**src/common/adder_pkg.sv**
```systemverilog
// add/sub coprocessor shared definitions
// widths, register map, ctrl/status bit positions and AXI response codes
package adder_pkg;

  localparam int DATA_W = 32;  // operand and result width
  localparam int ADDR_W = 5;   // byte address into the register map

  typedef logic [DATA_W-1:0] data_t;
  typedef logic [ADDR_W-1:0] addr_t;
  typedef logic [1:0]        resp_t;

  localparam resp_t RESP_OKAY   = 2'b00;
  localparam resp_t RESP_SLVERR = 2'b10;

  // register offsets
  localparam addr_t REG_OPA    = 5'h00;  // r/w
  localparam addr_t REG_OPB    = 5'h04;  // r/w
  localparam addr_t REG_CTRL   = 5'h08;  // write only, reads zero
  localparam addr_t REG_RESULT = 5'h0C;  // read only
  localparam addr_t REG_STATUS = 5'h10;  // read only

  // ctrl word bits
  localparam int CTRL_GO  = 0;
  localparam int CTRL_SUB = 1;
  localparam int CTRL_CIN = 2;  // borrow when subtracting

  // status word bits
  localparam int ST_DONE  = 0;
  localparam int ST_CARRY = 1;
  localparam int ST_OVF   = 2;
  localparam int ST_ZERO  = 3;

  // write channel: idle, accept aw+w, hold bvalid
  typedef enum logic [1:0] {WR_IDLE, WR_ACK, WR_RESP} wr_state_t;

  // read channel: idle, accept ar, hold rvalid
  typedef enum logic [1:0] {RD_IDLE, RD_ACK, RD_DATA} rd_state_t;

endpackage

```
**src/common/alu_if.sv**
```systemverilog
// operand, control and result bundle between register block and alu core
`timescale 1ns/1ps

interface alu_if;
  import adder_pkg::*;

  data_t op_a;
  data_t op_b;
  logic  sub;
  logic  c_in;
  logic  start;   // one cycle pulse from the register block

  data_t result;
  logic  carry;   // borrow when the last op was a subtract
  logic  ovf;
  logic  zero;
  logic  done;

  modport regs (
    output op_a, op_b, sub, c_in, start,
    input  result, carry, ovf, zero, done
  );

  modport core (
    input  op_a, op_b, sub, c_in, start,
    output result, carry, ovf, zero, done
  );

endinterface

```
**src/hw/sklansky_adder/sklansky_adder.sv**
```systemverilog
// sklansky parallel-prefix adder, purely combinational
// c_in enters the tree as prefix node 0
`timescale 1ns/1ps

module sklansky_adder #(
  parameter int WIDTH = adder_pkg::DATA_W
) (
  input  logic [WIDTH-1:0] a,
  input  logic [WIDTH-1:0] b,
  input  logic             c_in,
  output logic [WIDTH-1:0] sum,
  output logic             c_out
);

  // node k spans c_in and bits 0..k-1, so g[k] ends up as carry into bit k
  logic [WIDTH-1:0] g;
  logic [WIDTH-1:0] p;
  logic             g_top;
  logic             p_top;

  function automatic int min(input int x, input int y);
    return (x > y) ? y : x;
  endfunction

  // prefix cell, returns {g, p}
  function automatic logic [1:0] combine(
    input logic g_hi,
    input logic p_hi,
    input logic g_lo,
    input logic p_lo
  );
    logic g_o;
    logic p_o;
    g_o = g_hi | (p_hi & g_lo);
    p_o = p_hi & p_lo;
    return {g_o, p_o};
  endfunction

  always_comb begin
    g[0] = c_in;
    p[0] = 1'b0;  // nothing propagates past the carry-in node
    for (int k = 1; k < WIDTH; k++) begin
      g[k] = a[k-1] & b[k-1];
      p[k] = a[k-1] | b[k-1];
    end

    // each level folds the top node of the lower half into the upper half
    // of every block; nodes past WIDTH are cut by the min bound
    for (int lvl = 0; lvl < $clog2(WIDTH); lvl++) begin
      for (int m = 2**lvl - 1; m < WIDTH; m += 2**(lvl + 1)) begin
        for (int n = m + 1; n < min(WIDTH, m + 1 + 2**lvl); n++) begin
          {g[n], p[n]} = combine(g[n], p[n], g[m], p[m]);
        end
      end
    end
  end

  always_comb begin
    for (int k = 0; k < WIDTH; k++) begin
      sum[k] = a[k] ^ b[k] ^ g[k];
    end
  end

  // top bit handled outside the tree
  assign g_top = a[WIDTH-1] & b[WIDTH-1];
  assign p_top = a[WIDTH-1] ^ b[WIDTH-1];
  assign c_out = g_top | (p_top & g[WIDTH-1]);

endmodule

```
**src/hw/alu_core.sv**
```systemverilog
// add/sub core around the sklansky adder
// registers result and flags on the start pulse
`timescale 1ns/1ps

module alu_core (
  input logic clk,
  input logic rst,
  alu_if.core alu
);
  import adder_pkg::*;

  data_t b_in;    // op_b after conditioning
  logic  cin_in;
  data_t sum;
  logic  c_out;

  data_t result_q;
  logic  carry_q;
  logic  ovf_q;
  logic  zero_q;
  logic  done_q;

  // subtract is a + ~b + ~c_in, so a set c_in takes one more off
  assign b_in   = alu.sub ? ~alu.op_b : alu.op_b;
  assign cin_in = alu.sub ? ~alu.c_in : alu.c_in;

  sklansky_adder #(
    .WIDTH(DATA_W)
  ) u_adder (
    .a    (alu.op_a),
    .b    (b_in),
    .c_in (cin_in),
    .sum  (sum),
    .c_out(c_out)
  );

  always_ff @(posedge clk) begin
    if (rst) begin
      result_q <= '0;
      carry_q  <= 1'b0;
      ovf_q    <= 1'b0;
      zero_q   <= 1'b0;
      done_q   <= 1'b0;
    end else if (alu.start) begin
      result_q <= sum;
      carry_q  <= c_out ^ alu.sub;  // inverted carry reads as borrow
      // same input signs, different result sign
      ovf_q    <= (alu.op_a[DATA_W-1] == b_in[DATA_W-1]) &&
                  (sum[DATA_W-1] != alu.op_a[DATA_W-1]);
      zero_q   <= (sum == '0);
      done_q   <= 1'b1;  // result lands on the start edge
    end
  end

  assign alu.result = result_q;
  assign alu.carry  = carry_q;
  assign alu.ovf    = ovf_q;
  assign alu.zero   = zero_q;
  assign alu.done   = done_q;

endmodule

```
**src/hw/axil_regs.sv**
```systemverilog
// AXI4-Lite slave with the coprocessor register map
// holds operands, issues the start pulse, muxes result and status
`timescale 1ns/1ps

module axil_regs (
  input  logic                          clk,
  input  logic                          rst,
  // write address
  input  adder_pkg::addr_t              awaddr,
  input  logic                          awvalid,
  output logic                          awready,
  // write data, whole-word writes only so strobes are not decoded
  input  adder_pkg::data_t              wdata,
  input  logic [adder_pkg::DATA_W/8-1:0] wstrb,
  input  logic                          wvalid,
  output logic                          wready,
  // write response
  output adder_pkg::resp_t              bresp,
  output logic                          bvalid,
  input  logic                          bready,
  // read address
  input  adder_pkg::addr_t              araddr,
  input  logic                          arvalid,
  output logic                          arready,
  // read data
  output adder_pkg::data_t              rdata,
  output adder_pkg::resp_t              rresp,
  output logic                          rvalid,
  input  logic                          rready,
  alu_if.regs                           alu
);
  import adder_pkg::*;

  wr_state_t wr_state;
  rd_state_t rd_state;

  data_t opa_q;
  data_t opb_q;
  logic  sub_q;
  logic  cin_q;
  logic  start_q;

  data_t status;
  data_t rd_word;
  logic  rd_err;

  // handshake outputs straight from state
  assign awready = (wr_state == WR_ACK);
  assign wready  = (wr_state == WR_ACK);
  assign bvalid  = (wr_state == WR_RESP);
  assign arready = (rd_state == RD_ACK);
  assign rvalid  = (rd_state == RD_DATA);

  // write channel and register updates
  always_ff @(posedge clk) begin
    if (rst) begin
      wr_state <= WR_IDLE;
      bresp    <= RESP_OKAY;
      opa_q    <= '0;
      opb_q    <= '0;
      sub_q    <= 1'b0;
      cin_q    <= 1'b0;
      start_q  <= 1'b0;
    end else begin
      start_q <= 1'b0;
      case (wr_state)
        WR_IDLE: begin
          if (awvalid && wvalid) wr_state <= WR_ACK;  // need both
        end
        WR_ACK: begin
          // transfer edge, aw and w are still held by the master
          wr_state <= WR_RESP;
          bresp    <= RESP_OKAY;
          case (awaddr)
            REG_OPA: opa_q <= wdata;
            REG_OPB: opb_q <= wdata;
            REG_CTRL: begin
              if (wdata[CTRL_GO]) begin
                sub_q   <= wdata[CTRL_SUB];
                cin_q   <= wdata[CTRL_CIN];
                start_q <= 1'b1;
              end
            end
            default: bresp <= RESP_SLVERR;  // read only or unmapped
          endcase
        end
        WR_RESP: begin
          if (bready) wr_state <= WR_IDLE;
        end
        default: wr_state <= WR_IDLE;
      endcase
    end
  end

  always_comb begin
    status           = '0;
    status[ST_DONE]  = alu.done;
    status[ST_CARRY] = alu.carry;
    status[ST_OVF]   = alu.ovf;
    status[ST_ZERO]  = alu.zero;
  end

  // read decode
  always_comb begin
    rd_word = '0;
    rd_err  = 1'b0;
    case (araddr)
      REG_OPA:    rd_word = opa_q;
      REG_OPB:    rd_word = opb_q;
      REG_CTRL:   rd_word = '0;  // write only
      REG_RESULT: rd_word = alu.result;
      REG_STATUS: rd_word = status;
      default:    rd_err  = 1'b1;
    endcase
  end

  // read channel fsm
  always_ff @(posedge clk) begin
    if (rst) begin
      rd_state <= RD_IDLE;
    end else begin
      case (rd_state)
        RD_IDLE: if (arvalid) rd_state <= RD_ACK;
        RD_ACK:  rd_state <= RD_DATA;
        RD_DATA: if (rready) rd_state <= RD_IDLE;
        default: rd_state <= RD_IDLE;
      endcase
    end
  end

  // read payload, held while rvalid waits
  always_ff @(posedge clk) begin
    if (rd_state == RD_ACK) begin
      rdata <= rd_word;
      rresp <= rd_err ? RESP_SLVERR : RESP_OKAY;
    end
  end

  assign alu.op_a  = opa_q;
  assign alu.op_b  = opb_q;
  assign alu.sub   = sub_q;
  assign alu.c_in  = cin_q;
  assign alu.start = start_q;

endmodule

```
**src/hw/adder_top.sv**
```systemverilog
// add/sub coprocessor top level
// AXI4-Lite register block driving the sklansky adder core
`timescale 1ns/1ps

module adder_top (
  input  logic                           clk,
  input  logic                           rst,
  input  adder_pkg::addr_t               awaddr,
  input  logic                           awvalid,
  output logic                           awready,
  input  adder_pkg::data_t               wdata,
  input  logic [adder_pkg::DATA_W/8-1:0] wstrb,
  input  logic                           wvalid,
  output logic                           wready,
  output adder_pkg::resp_t               bresp,
  output logic                           bvalid,
  input  logic                           bready,
  input  adder_pkg::addr_t               araddr,
  input  logic                           arvalid,
  output logic                           arready,
  output adder_pkg::data_t               rdata,
  output adder_pkg::resp_t               rresp,
  output logic                           rvalid,
  input  logic                           rready
);

  alu_if u_alu_if ();

  axil_regs u_regs (
    .clk    (clk),
    .rst    (rst),
    .awaddr (awaddr),
    .awvalid(awvalid),
    .awready(awready),
    .wdata  (wdata),
    .wstrb  (wstrb),
    .wvalid (wvalid),
    .wready (wready),
    .bresp  (bresp),
    .bvalid (bvalid),
    .bready (bready),
    .araddr (araddr),
    .arvalid(arvalid),
    .arready(arready),
    .rdata  (rdata),
    .rresp  (rresp),
    .rvalid (rvalid),
    .rready (rready),
    .alu    (u_alu_if.regs)
  );

  // core sees only the operand/result bundle
  alu_core u_core (
    .clk(clk),
    .rst(rst),
    .alu(u_alu_if.core)
  );

endmodule

```
**config.mk**
```make
export PLATFORM = sky130hd
export DESIGN_NAME = adder_top
export DESIGN_NICKNAME = d
export VERILOG_FILES = /design/src/common/adder_pkg.sv /design/src/common/alu_if.sv /design/src/hw/sklansky_adder/sklansky_adder.sv /design/src/hw/alu_core.sv /design/src/hw/axil_regs.sv /design/src/hw/adder_top.sv
export SDC_FILE = /design/constraint.sdc
export NUM_CORES = 1
export LEC_CHECK = 0
export ABC_CLOCK_PERIOD_IN_PS = 5000
export BUFFER_PORTS_ARGS = -buffer_cell sky130_fd_sc_hd__buf_4
export CORE_ASPECT_RATIO = 0.75
export CORE_UTILIZATION = 30
export DETAILED_ROUTE_END_ITERATION = 10
export GPL_ROUTABILITY_DRIVEN = 0
export MAX_ROUTING_LAYER = met4
export RECOVER_POWER = 25
export SYNTH_ARGS = -nofsm -noshare
export SYNTH_HDL_FRONTEND = slang
export SYNTH_SLANG_ARGS = --single-unit
```
**constraint.sdc**
```tcl
create_clock -name clk -period 5 [get_ports clk]
set_input_delay 0.75 -clock clk [delete_from_list [all_inputs] [get_ports clk]]
set_output_delay 0.75 -clock clk [all_outputs]
set_load 0.02 [all_outputs]
```
==> parameters.txt <==
Parameter                              Value

Run status
  Status    complete, but fails checks
  Failing checks    max-capacitance violations, max-slew violations

Detailed routing
  Via count    6633
  Average vias per placed instance    4.69
  Number of remaining DRC errors    0
  Routed wire per std cell    15.3 um
  Detailed router's first-iteration violation count    400
  Number of antenna-violating nets in the routed design    0
  DR pass1 iterations    5
  Total detailed-routing wirelength    21.6 mm

Clock network
  Buffer cell driving the clock tree root    sky130_fd_sc_hd__clkbuf_16
  H-tree depth    4
  Hold buffer count at CTS    0
  Clk buf depth    2
  Num CTS Buffers    17
  Clock Sinks    141
  TritonCTS clock tree    yes
  Clock transition at the register clock pins on the worst setup and hold paths after CTS    0.06 ns
  Worst-Skew Late Latency    0.43 ns

Pwr
  Combinational share of power    0.050
  Leakage power    4.22 nW
  Design internal power    2.05 mW
  Sequential share of power    0.448
  Switching Fraction    0.225
  Switching Power    0.596 mW
  PwrDens    259 nW/um2
  Worst voltage drop across the vdd grid    0.227 mV
  Clk pwr share    0.502

Yosys
  Part of the Yosys area used for sequential elements    0.392
  Share of synthesized flip-flops with an asynchronous set or reset    0
  Synth Instances    927
  Seq cells post-synth    141
  Most used flip-flop cell after synthesis    sky130_fd_sc_hd__dfxtp_1
  Cell Area, Synth    8050 um2
  Unique cell type count in the Yosys netlist    60
  Synth warn    0
  Post-synth EDFFs    33
  Mapped Avg Cell Area    8.68 um2

STA
  Actual transition at the worst max-transition pin    2.16 ns
  Fin crit period    4.78 ns
  Final worst-path cycle share    0.956
  Hold WS    0.436 ns
  Max-slew violation total from the final report    35
  Skew final    0.00928 ns
  Setup violators final    0
  Highest attainable clock frequency    209 MHz
  Hold violation count in the final report    0
  Remaining max-slew budget at the tightest pin    -0.439
  Setup WS post-layout    0.219 ns
  RSZ-0062 raised after global routing    true

Setup path
  Data required, critical path    5.38 ns
  Delay-heaviest family, CP    simple AND/OR/NAND/NOR gates
  Critical Path Fanout Max    7
  Cells traversed along the worst timing path    buf_12, xor2_2, inv_2, ha_1, or3_4, a211oi_4, o211a_1, nor2_4, o311ai_2, o21a_1, a21oi_2, o21bai_1, fa_2, nor2_4, nand3_2, a2111oi_4, nand4b_1, or4_1, or3_4, nor4_4, a21o_1
  Reg-to-Reg Start    u_regs.alu.sub$_SDFFE_PP0P_
  Kind of start point of the critical path    register
  Crit end category    register
  Internal reg-to-reg setup slack    0.22 ns
  Number of buffer and inverter instances along the worst setup path    2
  Crit path kind    reg -> reg
  Largest stage delay on the critical path    0.51 ns
  Endpoint of the worst-slack reg-to-reg timing path    u_core.alu.zero$_SDFFE_PP0P_
  Worst-case reg-to-reg path depth    21
  Cell at the slowest stage of the critical path    sky130_fd_sc_hd__fa_2
  Arrival time worst endpoint    5.16 ns

Die
  Overall die height    144 um
  Number of top-level pins    94
  Initial Util    0.308
  Number of standard-cell rows in the floorplan    51
  Chip Width    191 um
  Area of the placeable core    26200 um2
  Die footprint    27500 um2

Final layout
  Leading cell type in the layout, fill and taps excluded    sky130_fd_sc_hd__nand2_1
  Most used cells in the layout excluding fill and tap cells    168 x sky130_fd_sc_hd__nand2_1, 142 x sky130_fd_sc_hd__buf_4, 106 x sky130_fd_sc_hd__dfxtp_1, 81 x sky130_fd_sc_hd__a21oi_1, 79 x sky130_fd_sc_hd__inv_1
  Final std cell area, no fill    10200 um2
  Post-synthesis to final-layout area growth    27.2%
  Share of post-route cells with drive strength above 1    0.207
  Fin nets    1177
  # diodes    0

Worst hold path
  Hold path start    u_regs.wr_state[1]$_SDFFE_PP0P_
  Type of the most critical hold path    reg -> reg
  Number of cells on the worst hold path    1
  Worst Hold Path EP    u_regs.wr_state[0]$_SDFFE_PP0P_

Global route
  Total gr overflow    0
  Wire length of the first global-routing pass    35.0 mm
  Via count of the first global-routing pass    6520
  Total GRT Usage    0.170
  Antenna violations before repair    0
  Largest net degree at the start of global routing    67

Placed design
  Total of buffers placed on input and output ports    87
  Cell area reported after detailed placement    9500 um2
  DP Wirelength    14.3 mm
  Worst setup timing slack at the placement stage    -0.324 ns

Run
  Number of maximum-capacitance violations    1
worst max path at each step:
stage / start / endpoint / slack, ns / cells past startpoint
finish: u_regs.alu.sub$_SDFFE_PP0P_ / u_core.alu.zero$_SDFFE_PP0P_ / 0.22 / 21
global route: u_regs.alu.sub$_SDFFE_PP0P_ / u_core.alu.zero$_SDFFE_PP0P_ / -0.01 / 21
CTS: u_regs.alu.sub$_SDFFE_PP0P_ / u_core.alu.zero$_SDFFE_PP0P_ / 0.008 / 21
detailed placement: u_regs.alu.sub$_SDFFE_PP0P_ / u_core.alu.zero$_SDFFE_PP0P_ / -0.32 / 21
global placement: u_regs.alu.sub$_SDFFE_PP0P_ / u_core.alu.zero$_SDFFE_PP0P_ / -0.18 / 20
floorplan: u_regs.alu.sub$_SDFFE_PP0P_ / u_core.alu.zero$_SDFFE_PP0P_ / 0.05 / 22
metal layers:
layer / up-vias / part of all wire / global-route usage
li1: 3373 / - / -
met1: 3110 / 0.53 / 0.240
met2: 139 / 0.42 / 0.248
met3: 11 / 0.044 / 0.0342
met4: 0 / 0.0061 / 0.0397
met5: - / 0 / -
final cells by class:
class | instances | area (um2)
clock inverter | 8 | 103
inverter | 82 | 308
sequential | 141 | 3160
multi-input combinational | 655 | 4560
clock buffer | 24 | 513
timing repair buffer | 160 | 1160
tap | 344 | 430
fill | 2629 | 15900
state kept, by name (all words and copies together) (netlist names):
name and cells:
u_regs.alu.op_a 32, u_regs.alu.c_in 1, u_core.alu.done 1, u_regs.bresp 1
u_core.alu.zero 1, u_core.alu.ovf 1, u_regs.alu.sub 1, u_regs.rresp 1
u_regs.alu.start 1, u_regs.alu.op_b 32, u_regs.rd_state 2, u_core.alu.result 32
u_core.alu.carry 1, u_regs.wr_state 2, u_regs.rdata 32
kinds of logic (layout without fill, tap and decap cells):
logic type / Yosys count / in the layout / share of synthesized area
simple gates: 295 / 295 / 0.164
compound gates: 169 / 169 / 0.129
flops: 141 / 141 / 0.392
buf+inv: 132 / 274 / 0.0630
fa+ha+maj: 67 / 67 / 0.110
mux: 64 / 64 / 0.0796
xor+xnor: 58 / 58 / 0.0631
other cells: 1 / 2 / 0.000466
per-stage QoR:
stage	setup TNS (ns)	std cells	power, mW	util
after floorplan	0	928	1.28	-
after global placement	-0.183	1378	1.35	0.363
after detailed placement	-0.324	1378	1.35	0.363
after CTS	0	1414	2.69	0.391
after global routing	-0.0105	1414	2.74	0.391
final	0	1414	2.65	0.391
power groups by stage:
stage | clock [mW] | combinational (mW) | sequential, mW
finish | 1.33 | 0.133 | 1.18
global route | 1.42 | 0.144 | 1.19
CTS | 1.36 | 0.139 | 1.18
detailed placement | 0 | 0.139 | 1.21
global placement | 0 | 0.138 | 1.21
floorplan | 0 | 0.0515 | 1.22
repair_timing:
item	in CTS	in global routing
hold endpoints to repair	0	0
gates resized for setup	18	14
cloned	0	0
endpoints found under the setup margin	1	1
buffers inserted	4	0
pin swaps	11	7
Yosys cell counts, types with 6 or more instances:
cell                         n  area [um2]
sky130_fd_sc_hd__mux2i_1    64         641
sky130_fd_sc_hd__o21ai_0    35         175
sky130_fd_sc_hd__nor3_1     10        50.1
sky130_fd_sc_hd__clkbuf_1   39         146
sky130_fd_sc_hd__a211oi_1   11        82.6
sky130_fd_sc_hd__nor2_1     60         225
sky130_fd_sc_hd__ha_1       61         763
sky130_fd_sc_hd__edfxtp_1   33         991
sky130_fd_sc_hd__dfxtp_1   108        2160
sky130_fd_sc_hd__a21oi_1    84         420
sky130_fd_sc_hd__fa_1        6         120
sky130_fd_sc_hd__or4_1       6        45.0
sky130_fd_sc_hd__nand2_1   168         631
sky130_fd_sc_hd__inv_1      80         300
sky130_fd_sc_hd__xor2_1     35         307
sky130_fd_sc_hd__xnor2_1    23         201
sky130_fd_sc_hd__nor4_1     10        62.6
sky130_fd_sc_hd__buf_1       8        30.0
sky130_fd_sc_hd__nor2b_1     7        43.8
Note: power is estimated with default switching activity, not from simulation.
